### config.mk
export PLATFORM = sky130hd
export DESIGN_NAME = nhi_xbar
export DESIGN_NICKNAME = d
export VERILOG_FILES = /design/src/nhi_pkg.sv /design/src/nhi_initiator_port.sv /design/src/nhi_rr_arbiter.sv /design/src/nhi_target_port.sv /design/src/nhi_xbar.sv
export SDC_FILE = /design/constraint.sdc
export NUM_CORES = 1
export LEC_CHECK = 0
export BUFFER_PORTS_ARGS = -buffer_cell sky130_fd_sc_hd__clkbuf_2
export CAP_MARGIN = 0
export CORE_AREA = 5 5 270 272
export CTS_CLUSTER_DIAMETER = 100
export DETAILED_ROUTE_END_ITERATION = 8
export DIE_AREA = 0 0 275 277
export PLACE_DENSITY_LB_ADDON = 0.2
export SYNTH_ARGS = -nofsm -noshare
export SYNTH_HDL_FRONTEND = slang
export SYNTH_SLANG_ARGS = --single-unit
### constraint.sdc
create_clock -name clk_i -period 2.4 [get_ports clk_i]
set_input_delay 0.12 -clock clk_i [delete_from_list [all_inputs] [get_ports clk_i]]
set_output_delay 0.12 -clock clk_i [all_outputs]
set_load 0.1 [all_outputs]
### src/nhi_pkg.sv
// ~~~~~~~~~~~~~~~~~~~~
// Shared widths, APB link structs, lane structs and enums
// for the NIC subsystem interconnect
// ~~~~~~~~~~~~~~~~~~~~

`default_nettype none

package nhi_pkg;

  localparam int unsigned AddrWidth  = 32;
  localparam int unsigned DataWidth  = 32;
  localparam int unsigned NumTargets = 3;

  typedef logic [AddrWidth-1:0] addr_t;
  typedef logic [DataWidth-1:0] data_t;

  // Requester side of an APB link
  typedef struct packed {
    logic  psel;
    logic  penable;
    logic  pwrite;
    addr_t paddr;
    data_t pwdata;
  } apb_req_t;

  // Completer side of an APB link
  typedef struct packed {
    data_t prdata;
    logic  pready;
    logic  pslverr;
  } apb_rsp_t;

  // Start inclusive, end exclusive
  typedef struct packed {
    addr_t start_addr;
    addr_t end_addr;
  } addr_rule_t;

  // Lane index equals the target encoding
  typedef enum logic [1:0] {
    TGT_HND     = 2'd0,
    TGT_PKT     = 2'd1,
    TGT_CLUSTER = 2'd2,
    TGT_NONE    = 2'd3
  } target_e;

  // Initiator port to target port, held until done
  typedef struct packed {
    logic  valid;
    logic  write;
    addr_t addr;
    data_t wdata;
  } lane_req_t;

  // Target port back to initiator port, done is a single cycle pulse
  typedef struct packed {
    logic  done;
    data_t rdata;
    logic  err;
  } lane_rsp_t;

  typedef enum logic [1:0] {
    TP_IDLE   = 2'd0,
    TP_SETUP  = 2'd1,
    TP_ACCESS = 2'd2
  } tport_state_e;

endpackage

`default_nettype wire

### src/nhi_initiator_port.sv
// ~~~~~~~~~~~~~~~~~~~~
// APB completer for one initiator. Decodes the address against
// the run-time rules and steers the access phase onto one lane
// Misses are answered here with a decode error
// ~~~~~~~~~~~~~~~~~~~~

`timescale 1ns/10ps
`default_nettype none

module nhi_initiator_port (
  input  logic                                            clk_i,
  input  logic                                            rst_n_i,
  input  nhi_pkg::apb_req_t                               apb_req_i,
  output nhi_pkg::apb_rsp_t                               apb_rsp_o,
  input  nhi_pkg::addr_rule_t [nhi_pkg::NumTargets-1:0]   rules_i,
  output nhi_pkg::lane_req_t  [nhi_pkg::NumTargets-1:0]   lane_req_o,
  input  nhi_pkg::lane_rsp_t  [nhi_pkg::NumTargets-1:0]   lane_rsp_i
);

  nhi_pkg::target_e               sel_tgt;
  logic                           access;
  logic [nhi_pkg::NumTargets-1:0] rule_hit;
  logic [nhi_pkg::NumTargets-1:0] lane_valid;

  // Only the access phase is forwarded, setup stays local
  assign access = apb_req_i.psel & apb_req_i.penable;

  // Address decode
  always_comb begin
    sel_tgt = nhi_pkg::TGT_NONE;
    for (int unsigned t = 0; t < nhi_pkg::NumTargets; t++) begin
      rule_hit[t] = (apb_req_i.paddr >= rules_i[t].start_addr) &&
                    (apb_req_i.paddr <  rules_i[t].end_addr);
      if (rule_hit[t]) begin
        sel_tgt = nhi_pkg::target_e'(t);
      end
    end
  end

  // Request fields go to every lane, valid only to the decoded one
  always_comb begin
    for (int unsigned t = 0; t < nhi_pkg::NumTargets; t++) begin
      lane_valid[t]       = access && (sel_tgt == nhi_pkg::target_e'(t));
      lane_req_o[t].valid = lane_valid[t];
      lane_req_o[t].write = apb_req_i.pwrite;
      lane_req_o[t].addr  = apb_req_i.paddr;
      lane_req_o[t].wdata = apb_req_i.pwdata;
    end
  end

  // Response mux
  always_comb begin
    apb_rsp_o = '0;
    if (access && (sel_tgt == nhi_pkg::TGT_NONE)) begin
      // Decode error, completes in the access cycle with zero data
      apb_rsp_o.pready  = 1'b1;
      apb_rsp_o.pslverr = 1'b1;
    end else begin
      for (int unsigned t = 0; t < nhi_pkg::NumTargets; t++) begin
        if (lane_valid[t]) begin
          apb_rsp_o.pready  = lane_rsp_i[t].done;
          apb_rsp_o.prdata  = lane_rsp_i[t].rdata;
          apb_rsp_o.pslverr = lane_rsp_i[t].err;
        end
      end
    end
  end

  // Rules must not overlap, so a request never matches two targets
  a_one_lane : assert property (
    @(posedge clk_i) disable iff (!rst_n_i)
    access |-> $onehot0(rule_hit)
  ) else $error("address matches more than one rule");

  // The requester keeps the transfer steady while a target works on it
  a_req_stable : assert property (
    @(posedge clk_i) disable iff (!rst_n_i)
    (|lane_valid && !apb_rsp_o.pready) |=>
      apb_req_i.psel && apb_req_i.penable &&
      $stable({apb_req_i.pwrite, apb_req_i.paddr, apb_req_i.pwdata})
  ) else $error("initiator changed a pending request");

endmodule

`default_nettype wire

### src/nhi_rr_arbiter.sv
// ~~~~~~~~~~~~~~~~~~~~
// Round-robin arbiter for one shared target
// Grant is combinational, pointer moves on advance_i
// ~~~~~~~~~~~~~~~~~~~~

`timescale 1ns/10ps
`default_nettype none

module nhi_rr_arbiter #(
  parameter int unsigned NumInitiators = 2
) (
  input  logic                     clk_i,
  input  logic                     rst_n_i,
  input  logic [NumInitiators-1:0] req_i,
  input  logic                     advance_i,
  output logic [NumInitiators-1:0] grant_o
);

  localparam int unsigned IdxWidth = (NumInitiators > 1) ? $clog2(NumInitiators) : 1;

  logic [IdxWidth-1:0] ptr_q;
  logic [IdxWidth-1:0] grant_idx;

  // Scan from the far end back towards the pointer,
  // so the closest requester at or after it wins
  always_comb begin
    grant_o   = '0;
    grant_idx = ptr_q;
    for (int unsigned k = NumInitiators; k > 0; k--) begin
      if (req_i[(ptr_q + k - 1) % NumInitiators]) begin
        grant_idx = IdxWidth'((ptr_q + k - 1) % NumInitiators);
      end
    end
    if (|req_i) begin
      grant_o[grant_idx] = 1'b1;
    end
  end

  // Priority pointer, starts at initiator 0
  always_ff @(posedge clk_i) begin
    if (!rst_n_i) begin
      ptr_q <= '0;
    end else if (advance_i && |req_i) begin
      ptr_q <= IdxWidth'((grant_idx + 1) % NumInitiators);
    end
  end

  // Advance only ever follows a granted transfer
  a_advance_granted : assert property (
    @(posedge clk_i) disable iff (!rst_n_i)
    advance_i |-> |grant_o
  ) else $error("arbiter advanced without a grant");

endmodule

`default_nettype wire

### src/nhi_target_port.sv
// ~~~~~~~~~~~~~~~~~~~~
// APB requester for one shared target. Arbitrates the lanes,
// runs setup and access, returns the response to the winner
// ~~~~~~~~~~~~~~~~~~~~

`timescale 1ns/10ps
`default_nettype none

module nhi_target_port #(
  parameter int unsigned NumInitiators = 2
) (
  input  logic                                   clk_i,
  input  logic                                   rst_n_i,
  input  nhi_pkg::lane_req_t [NumInitiators-1:0] lane_req_i,
  output nhi_pkg::lane_rsp_t [NumInitiators-1:0] lane_rsp_o,
  output nhi_pkg::apb_req_t                      apb_req_o,
  input  nhi_pkg::apb_rsp_t                      apb_rsp_i
);

  nhi_pkg::tport_state_e    state_q;
  logic [NumInitiators-1:0] grant_q;
  logic [NumInitiators-1:0] lane_valid;
  logic [NumInitiators-1:0] arb_req;
  logic [NumInitiators-1:0] arb_grant;
  logic                     xfer_done;
  nhi_pkg::lane_req_t       sel_req;

  always_comb begin
    for (int unsigned i = 0; i < NumInitiators; i++) begin
      lane_valid[i] = lane_req_i[i].valid;
    end
  end

  // While busy the arbiter only sees the owner, so advance
  // steps past the lane that is being served
  assign arb_req   = (state_q == nhi_pkg::TP_IDLE) ? lane_valid : grant_q;
  assign xfer_done = (state_q == nhi_pkg::TP_ACCESS) && apb_rsp_i.pready;

  nhi_rr_arbiter #(
    .NumInitiators (NumInitiators)
  ) i_arbiter (
    .clk_i     (clk_i),
    .rst_n_i   (rst_n_i),
    .req_i     (arb_req),
    .advance_i (xfer_done),
    .grant_o   (arb_grant)
  );

  // Setup and access FSM
  always_ff @(posedge clk_i) begin
    if (!rst_n_i) begin
      state_q <= nhi_pkg::TP_IDLE;
      grant_q <= '0;
    end else begin
      case (state_q)
        nhi_pkg::TP_IDLE: begin
          if (|lane_valid) begin
            grant_q <= arb_grant;
            state_q <= nhi_pkg::TP_SETUP;
          end
        end
        nhi_pkg::TP_SETUP: begin
          state_q <= nhi_pkg::TP_ACCESS;
        end
        nhi_pkg::TP_ACCESS: begin
          if (apb_rsp_i.pready) begin
            grant_q <= '0;
            state_q <= nhi_pkg::TP_IDLE;
          end
        end
        default: begin
          grant_q <= '0;
          state_q <= nhi_pkg::TP_IDLE;
        end
      endcase
    end
  end

  // Fields of the owning lane, held there until done
  always_comb begin
    sel_req = '0;
    for (int unsigned i = 0; i < NumInitiators; i++) begin
      if (grant_q[i]) begin
        sel_req = lane_req_i[i];
      end
    end
  end

  always_comb begin
    apb_req_o.psel    = (state_q != nhi_pkg::TP_IDLE);
    apb_req_o.penable = (state_q == nhi_pkg::TP_ACCESS);
    apb_req_o.pwrite  = sel_req.write;
    apb_req_o.paddr   = sel_req.addr;
    apb_req_o.pwdata  = sel_req.wdata;
  end

  // Done pulses on the owning lane only
  always_comb begin
    lane_rsp_o = '0;
    for (int unsigned i = 0; i < NumInitiators; i++) begin
      if (grant_q[i]) begin
        lane_rsp_o[i].done  = xfer_done;
        lane_rsp_o[i].rdata = apb_rsp_i.prdata;
        lane_rsp_o[i].err   = apb_rsp_i.pslverr;
      end
    end
  end

  // Holds across the lane from the initiator side as well
  a_apb_stable : assert property (
    @(posedge clk_i) disable iff (!rst_n_i)
    (apb_req_o.psel && !(apb_req_o.penable && apb_rsp_i.pready)) |=>
      apb_req_o.psel &&
      $stable({apb_req_o.pwrite, apb_req_o.paddr, apb_req_o.pwdata})
  ) else $error("target request changed before pready");

endmodule

`default_nettype wire

### src/nhi_xbar.sv
// ~~~~~~~~~~~~~~~~~~~~
// Interconnect top: NIC outbound and DMA share handler L2,
// packet L2 and cluster TCDM over APB, map set at run time
// ~~~~~~~~~~~~~~~~~~~~

`timescale 1ns/10ps
`default_nettype none

module nhi_xbar #(
  parameter int unsigned NumInitiators = 2
) (
  input  logic                clk_i,
  input  logic                rst_n_i,

  input  nhi_pkg::addr_rule_t hnd_rule_i,
  input  nhi_pkg::addr_rule_t pkt_rule_i,
  input  nhi_pkg::addr_rule_t cluster_rule_i,

  // NIC outbound engine
  input  nhi_pkg::apb_req_t   no_req_i,
  output nhi_pkg::apb_rsp_t   no_rsp_o,

  // Off-cluster DMA
  input  nhi_pkg::apb_req_t   edma_req_i,
  output nhi_pkg::apb_rsp_t   edma_rsp_o,

  // Handler L2
  output nhi_pkg::apb_req_t   hnd_req_o,
  input  nhi_pkg::apb_rsp_t   hnd_rsp_i,

  // Packet L2
  output nhi_pkg::apb_req_t   pkt_req_o,
  input  nhi_pkg::apb_rsp_t   pkt_rsp_i,

  // Cluster TCDM
  output nhi_pkg::apb_req_t   cluster_req_o,
  input  nhi_pkg::apb_rsp_t   cluster_rsp_i
);

  nhi_pkg::addr_rule_t [nhi_pkg::NumTargets-1:0] rules;

  nhi_pkg::apb_req_t [NumInitiators-1:0]       ini_apb_req;
  nhi_pkg::apb_rsp_t [NumInitiators-1:0]       ini_apb_rsp;
  nhi_pkg::apb_req_t [nhi_pkg::NumTargets-1:0] tgt_apb_req;
  nhi_pkg::apb_rsp_t [nhi_pkg::NumTargets-1:0] tgt_apb_rsp;

  // Lanes seen from the initiator side, [initiator][target]
  nhi_pkg::lane_req_t [NumInitiators-1:0][nhi_pkg::NumTargets-1:0] ini_lane_req;
  nhi_pkg::lane_rsp_t [NumInitiators-1:0][nhi_pkg::NumTargets-1:0] ini_lane_rsp;
  // Same lanes seen from the target side, [target][initiator]
  nhi_pkg::lane_req_t [nhi_pkg::NumTargets-1:0][NumInitiators-1:0] tgt_lane_req;
  nhi_pkg::lane_rsp_t [nhi_pkg::NumTargets-1:0][NumInitiators-1:0] tgt_lane_rsp;

  assign rules[nhi_pkg::TGT_HND]     = hnd_rule_i;
  assign rules[nhi_pkg::TGT_PKT]     = pkt_rule_i;
  assign rules[nhi_pkg::TGT_CLUSTER] = cluster_rule_i;

  // Initiator 0 is the NIC outbound engine, 1 the DMA
  assign ini_apb_req[0] = no_req_i;
  assign ini_apb_req[1] = edma_req_i;
  assign no_rsp_o       = ini_apb_rsp[0];
  assign edma_rsp_o     = ini_apb_rsp[1];

  assign hnd_req_o     = tgt_apb_req[nhi_pkg::TGT_HND];
  assign pkt_req_o     = tgt_apb_req[nhi_pkg::TGT_PKT];
  assign cluster_req_o = tgt_apb_req[nhi_pkg::TGT_CLUSTER];

  assign tgt_apb_rsp[nhi_pkg::TGT_HND]     = hnd_rsp_i;
  assign tgt_apb_rsp[nhi_pkg::TGT_PKT]     = pkt_rsp_i;
  assign tgt_apb_rsp[nhi_pkg::TGT_CLUSTER] = cluster_rsp_i;

  for (genvar i = 0; i < NumInitiators; i++) begin : g_ini
    nhi_initiator_port i_ini_port (
      .clk_i      (clk_i),
      .rst_n_i    (rst_n_i),
      .apb_req_i  (ini_apb_req[i]),
      .apb_rsp_o  (ini_apb_rsp[i]),
      .rules_i    (rules),
      .lane_req_o (ini_lane_req[i]),
      .lane_rsp_i (ini_lane_rsp[i])
    );

    // Transpose
    for (genvar t = 0; t < nhi_pkg::NumTargets; t++) begin : g_lane
      assign tgt_lane_req[t][i] = ini_lane_req[i][t];
      assign ini_lane_rsp[i][t] = tgt_lane_rsp[t][i];
    end
  end

  for (genvar t = 0; t < nhi_pkg::NumTargets; t++) begin : g_tgt
    nhi_target_port #(
      .NumInitiators (NumInitiators)
    ) i_tgt_port (
      .clk_i      (clk_i),
      .rst_n_i    (rst_n_i),
      .lane_req_i (tgt_lane_req[t]),
      .lane_rsp_o (tgt_lane_rsp[t]),
      .apb_req_o  (tgt_apb_req[t]),
      .apb_rsp_i  (tgt_apb_rsp[t])
    );
  end

endmodule

`default_nettype wire

==> results by group, run 1 <==
Yosys
  – Synth Net Count: 2467
  – Cell taking the most area after synthesis: ha_1
  – Post-synth cell types: slightly below 70
  – Mapped Cells: 1659
  – Most frequent cells after synthesis: 378 x ha_1, 261 x inv_1, 195 x a22o_1, 142 x a21oi_1, 106 x nand2_1
  – Asr flop ratio synth: 0%
  – Synthesized cell area: between 0.01 and 0.015 mm²
  – Sequential area share after synthesis: 2.39%
  – Yosys top cell area share: a little under two fifths
  – Post-synth EDFFs: 0
  – Synth top area cells: ha_1 38%, a22o_1 14%, inv_1 7.8%, a21oi_1 5.7%, a222oi_1 5.1%
  – Ys flop type: dfxtp_1
  – Cell with the most instances after synthesis: ha_1
  – Mapped Avg Cell Area: between 7 and 8 µm²
  – Yosys warns: 0
  – FF+latch count, synth: 15

CTS
  – CTS Buf Count: 3
  – Clk root buf: clkbuf_16
  – H-tree levels: 1
  – Clock slew at reported path FFs: ~0.06 ns
  – Clk sink count: 15
  – CTS max path bufs: 2
  – Clock Latency Late Sink: ~0.25 ns
  – Cts hold-fix bufs: 0
  – TritonCTS clock tree: yes

Pwr
  – PwrDens: between 200 and 300 mW/mm²
  – Total power: 6570 µW
  – VDD IR max: 0.000201 V
  – LEAKAGE: about 0.013 µW

Global routing
  – Pin count of the biggest net entering global routing: 56
  – Met2 Use GR: a little under two fifths
  – Met1 Use GR: about a quarter
  – First-pass GRT wire length: ~120000 µm
  – Vias in the first global route: 18800
  – Gr busiest metal: met2
  – GRT met3 Usage: approximately 4.5%
  – Initial antenna violation count: 14
  – GRT Total Usage: a little over a fifth
  – Congestion Overflow GR: 0

Timing
  – Worst slew pin tran: between 0.6 and 0.7 ns
  – Final worst slack: -1.04 ns
  – Slew margin rel.: just under 60%
  – # setup viols final: 76
  – Clock Skew: around 0.0010 ns
  – Max Slew Vio Count: 0
  – Max Clock Freq: between 0.2 and 0.3 GHz
  – Crit path time final: 3.44 ns
  – RSZ-0062 raised after global routing: true
  – Final hold vios: 0
  – Final Cycle Share: 143%
  – Fin Setup TNS: -65.38 ns

Floorplan
  – Num rows: between 90 and 100
  – Die footprint: 0.0762 mm²
  – I/O pin count: 699
  – Starting Density: 17.8%
  – Core ar.: slightly above 0.07 mm²
  – Die X: 275 µm
  – DIE HEIGHT: approximately 280 µm

Setup path
  – Req. time, crit path: roughly 2.3 ns
  – Worst stage delay on the critical path: 0.40 ns
  – Reg2Reg Setup Slack: approximately 1.1 ns
  – Reg-to-Reg Start: g_tgt[2].i_tgt_port.grant_q[1]$_SDFFE_PN0P_
  – Critical-path cell list: buf_2 -> ha_4 -> nand2_1 -> or3_4 -> o221ai_4 -> a221o_1 -> a41oi_2 -> buf_6 -> o311ai_4 -> buf_4 -> buf_6 -> nor3_4 -> buf_12 -> clkbuf_16 -> a222oi_1 -> inv_2 -> buf_12
  – Worst Reg2Reg Path Length in Cells: 3
  – CP Capture Type: primary output
  – Arrival time worst endpoint: between 3 and 4 ns
  – Worst setup endpoint: edma_rsp_o[32]
  – Setup crit start: edma_req_i[37]
  – Worst Setup Start Kind: primary input
  – FF-to-FF End: g_tgt[2].i_tgt_port.i_arbiter.ptr_q$_SDFFE_PN0P_
  – Crit-path slowest cell: or3_4
  – Crit path max fanout: 5
  – Crit Path Category: primary input to primary output

Run
  – Max_cap viols: 0

Outcome
  – Failing checks: setup timing
  – Outcome: finished, violations left

Route
  – Detailed Routing Iterations Pass 1: 9
  – DR iter-0 viols: approximately 1400
  – Via count: 18000
  – Total length of routed wires: about 88000 µm
  – Routed Antenna Nets: 0
  – Detailed-route wire length per cell: 24.0 µm
  – Vias per inst: between 4 and 5
  – DRC: 0

Worst hold path
  – Hold Crit Depth: 4
  – Worst Hold Class: primary input to flop

Finish
  – Layout net count: about 3500
  – Layout cells sized above 1: between 50% and 60%
  – Fill cells: roughly 7000
  – Synth-to-layout area growth: 109%

Place
  – Number of buffers added on ports: roughly 700
  – Routability cong.: around 0.93
  – Setup WS pre-CTS: -1.46 ns
  – DP Wirelength: about 75000 µm
-- how the worst min path moves through the flow --
stage / startpoint / end
finish: cluster_rsp_i[1] / g_tgt[2].i_tgt_port.state_q[1]$_SDFFE_PN0P_
global route: cluster_rsp_i[1] / g_tgt[2].i_tgt_port.state_q[1]$_SDFFE_PN0P_
CTS: rst_n_i / g_tgt[0].i_tgt_port.state_q[1]$_SDFFE_PN0P_
detailed placement: rst_n_i / g_tgt[0].i_tgt_port.state_q[1]$_SDFFE_PN0P_
global placement: cluster_rsp_i[1] / g_tgt[2].i_tgt_port.state_q[1]$_SDFFE_PN0P_
floorplan: rst_n_i / g_tgt[0].i_tgt_port.state_q[1]$_SDFFE_PN0P_
-- registers in the layout, summed over array words and instances, names as in the netlist --
signal / count
g_tgt.i_tgt_port.state_q: 6
g_tgt.i_tgt_port.i_arbiter.ptr_q: 3
g_tgt.i_tgt_port.grant_q: 6
-- metal layers --
metal  share of wire, %  up-vias  wire [µm]
met2                 49      676      42900
met5               0.17        -        147
met3                6.7      106       5940
met1                 42     8696      37400
met4                2.2       20       1950
li1                   -     8541          -
-- report_power, final --
group / leakage (µW) / total (µW) / switching [µW] / internal [µW]
registers: 0.000124 / 287 / 29.4 / 257
clock network: 0.0000371 / 346 / 121 / 225
logic: 0.0129 / 5940 / 3520 / 2420
-- repair_timing --
action	4_1_cts	5_1_grt
pin swaps	82	53
gates cloned	3	6
endpoints found under the setup margin	77	77
buffers inserted	19	8
endpoints found under the hold margin	0	0
resized for setup	149	93
-- through the flow --
stage,hold slack (ns),util [%],cell area [µm²],instances
final,0.242,37.2,26200,3675
after floorplan,0.232,-,12900,1659
after global placement,0.485,34.7,24500,3634
after CTS,0.230,36.3,25600,3660
after global routing,0.269,37.2,26200,3671
after detailed placement,0.482,34.7,24500,3634
-- cell usage in the layout, fill, tap and decap left out, types with 38 or more instances in the layout --
master    instances
a222oi_1         64
inv_2            81
nand4_1          49
nand3_1          38
buf_12          293
ha_4             38
o21ai_0          44
a21oi_1         132
nand2_1         102
a22o_1          195
nor2_1           44
clkbuf_2        411
buf_4           370
ha_1            339
inv_1           172
-- cells by family after synthesis --
kind of cell | share of synthesized area, %
mux | 0.170
simple gates | 14.3
flops | 2.39
compound gates | 35.1
fa+ha+maj | 37.7
buf+inv | 10.3
-- critical path, delay by kind of cell --
family                   cells  cell delay [ns]
buffers and inverters        8             1.13
adder cells (fa/ha/maj)      1             0.27
AO/OA/AOI/OAI                5             1.26
AND/OR/NAND/NOR              3             0.50
-- cell type report --
cell class | count | area, µm² | area share (%)
multi-input combinational | 1316 | 12200 | 46.5
sequential | 15 | 312 | 1.19
clock inverter | 1 | 7.51 | 0.0286
inverter | 262 | 1030 | 3.92
timing repair buffer | 1124 | 11400 | 43.5
tap | 950 | 1190 | 4.54
clock buffer | 3 | 75.1 | 0.286
antenna | 4 | 10.0 | 0.0382
Power figures use the tool's default switching activity.
==> run 2: changes to the inputs <==
CORE_AREA = 2 2 275 277   (was 5 5 270 272)
DIE_AREA = 0 0 277 279   (was 0 0 275 277)
==> results by group, run 2 (synthesis results as in run 1) <==
Outcome
  – Outcome: finished, violations left
  – Failing checks: setup timing

Timing
  – Final hold vios: 0
  – Crit path time final: 3.48 ns
  – RSZ-0062 raised after global routing: true
  – Max Clock Freq: approximately 0.29 GHz
  – # setup viols final: 76
  – Max Slew Vio Count: 0
  – Fin Setup TNS: -69.52 ns
  – Final worst slack: -1.08 ns
  – Final Cycle Share: 145%
  – Worst slew pin tran: around 0.69 ns
  – Clock Skew: roughly 0.0042 ns
  – Slew margin rel.: about 54%

Floorplan
  – Die X: approximately 280 µm
  – I/O pin count: approximately 700
  – Core ar.: 0.0741 mm²
  – Die footprint: 0.0773 mm²
  – Num rows: 100
  – DIE HEIGHT: 279 µm
  – Starting Density: 16.9%

Finish
  – Area of the multi-input gates: ~0.012 mm²
  – Synth-to-layout area growth: 111%
  – Flip-flop and latch area: between 300 and 400 µm²
  – Top Registers: g_tgt.i_tgt_port.grant_q x6, g_tgt.i_tgt_port.state_q x6, g_tgt.i_tgt_port.i_arbiter.ptr_q x3
  – Layout cells sized above 1: ~52%
  – Most common cell after layout, fill and taps aside: clkbuf_2
  – Fill cells: approximately 7700
  – Layout net count: around 3500
  – Final Instance Count excl. Fillers: 3688
  – Most frequent cells in the layout: 401 x clkbuf_2, 359 x buf_4, 327 x ha_1
  – Final non-filler cell area: between 0.02 and 0.03 mm²

Global routing
  – Congestion Overflow GR: 0
  – Initial antenna violation count: 14
  – Vias in the first global route: approximately 18000
  – First-pass GRT wire length: 125000 µm
  – Pin count of the biggest net entering global routing: between 60 and 70
  – GRT Total Usage: a little over a fifth

CTS
  – CTS max path bufs: 2
  – Cts hold-fix bufs: 0
  – CTS Buf Count: 3
  – Clock slew at reported path FFs: 0.05 ns
  – H-tree levels: 1
  – Clock Latency Late Sink: 0.25 ns
  – TritonCTS clock tree: yes
  – Clk root buf: clkbuf_16
  – Clk sink count: 15

Route
  – Vias per inst: about 4.9
  – Routed Antenna Nets: 0
  – Total length of routed wires: 91200 µm
  – Via count: around 18000
  – Detailed Routing Iterations Pass 1: 9
  – Detailed-route wire length per cell: 24.7 µm
  – DR iter-0 viols: 1450
  – DRC: 0

Setup path
  – WP buf/inv: 7
  – CP Capture Type: primary output
  – Family with the most delay on the worst path: simple AND/OR/NAND/NOR gates
  – Worst stage delay on the critical path: 0.57 ns
  – Req. time, crit path: roughly 2.3 ns
  – Crit path max fanout: 8
  – Critical-path cell list: clkbuf_2 -> inv_2 -> ha_1 -> nand4_1 -> buf_6 -> nor4_4 -> nand2_1 -> o32ai_2 -> nor4_2 -> or4b_4 -> nor4b_4 -> buf_6 -> clkbuf_16 -> a222oi_1 -> inv_2 -> buf_12
  – Crit Path Category: primary input to primary output
  – Worst Setup Start Kind: primary input
  – Crit-path slowest cell: or4b_4
  – Arrival time worst endpoint: 3.36 ns

Pwr
  – LEAKAGE: around 0.013 µW
  – VDD IR max: 0.000222 V
  – PwrDens: approximately 250 mW/mm²

Run
  – Max_cap viols: 0

Worst hold path
  – Worst Hold Class: primary input to flop

Place
  – DP Wirelength: 76000 µm
  – Post-Place Cells: roughly 3600
  – Placed Area: between 0.02 and 0.025 mm²
  – Routability cong.: around 1
  – Number of buffers added on ports: about 700
==> run 2: changes by cell type in the layout (fill, tap and decap cells not counted), sizes merged <==
cell      change
clkbuf        -8
diode         +4
buf           -2
clkinv        +1
clkinvlp      -1
==> run 2: worst min-delay path, cell delays in order <==
cell and delay (ns):
clkbuf_2 0.15, nand2_1 0.13, inv_1 0.05
==> run 2: power by group <==
group	internal [µW]	switching (µW)	leakage, µW
clock	222	104	0.0000409
combinational	2440	3590	0.0129
sequential	258	18.5	0.000123
total	2920	3710	0.0131
==> run 2: timing repair <==
action | in CTS | in global routing
cloned | 4 | 13
setup endpoints to repair | 77 | 77
pin swaps | 41 | 62
resized for setup | 131 | 196
setup buffers | 12 | 24
==> run 2: layout make-up <==
cell class	instances	area share, %
clock buffer	3	0.284
clock inverter	1	0.0190
multi-input combinational	1316	47.1
inverter	262	3.90
tap	969	4.59
timing repair buffer	1114	42.9
sequential	15	1.17
antenna	8	0.0758
==> run 2: per-layer routing <==
metal | wire (µm) | share of wire, % | track usage [%] | vias up
met1 | 38900 | 43 | 27.6 | 8717
met4 | 2300 | 2.5 | 4.67 | 10
li1 | - | - | - | 8527
met2 | 44200 | 49 | 38.2 | 756
met3 | 5760 | 6.3 | 3.77 | 134
met5 | 64 | 0.070 | 0 | -
==> run 2: path summary, 6_finish.rpt <==
path,start,end,slack (ns),depth (start not counted)
setup / recovery,hnd_rule_i[57],edma_rsp_o[21],-1.08,16
hold / removal,rst_n_i,g_tgt[0].i_tgt_port.state_q[1]$_SDFFE_PN0P_,0.26,3
setup reg to reg,g_tgt[2].i_tgt_port.grant_q[1]$_SDFFE_PN0P_,g_tgt[2].i_tgt_port.i_arbiter.ptr_q$_SDFFE_PN0P_,1.02,3
hold reg to reg,g_tgt[2].i_tgt_port.grant_q[0]$_SDFFE_PN0P_,g_tgt[2].i_tgt_port.grant_q[0]$_SDFFE_PN0P_,0.53,1
==> run 2: through the flow <==
step | hold slack [ns] | utilization, % | setup slack (ns) | total power, µW
detailed placement | 0.484 | 32.8 | -1.60 | 5910
CTS | 0.230 | 34.0 | -1.02 | 6430
global placement | 0.467 | 32.8 | -1.53 | 5850
floorplan | 0.232 | - | -0.937 | 3110
global route | 0.282 | 35.6 | -1.18 | 7020
finish | 0.255 | 35.6 | -1.08 | 6630
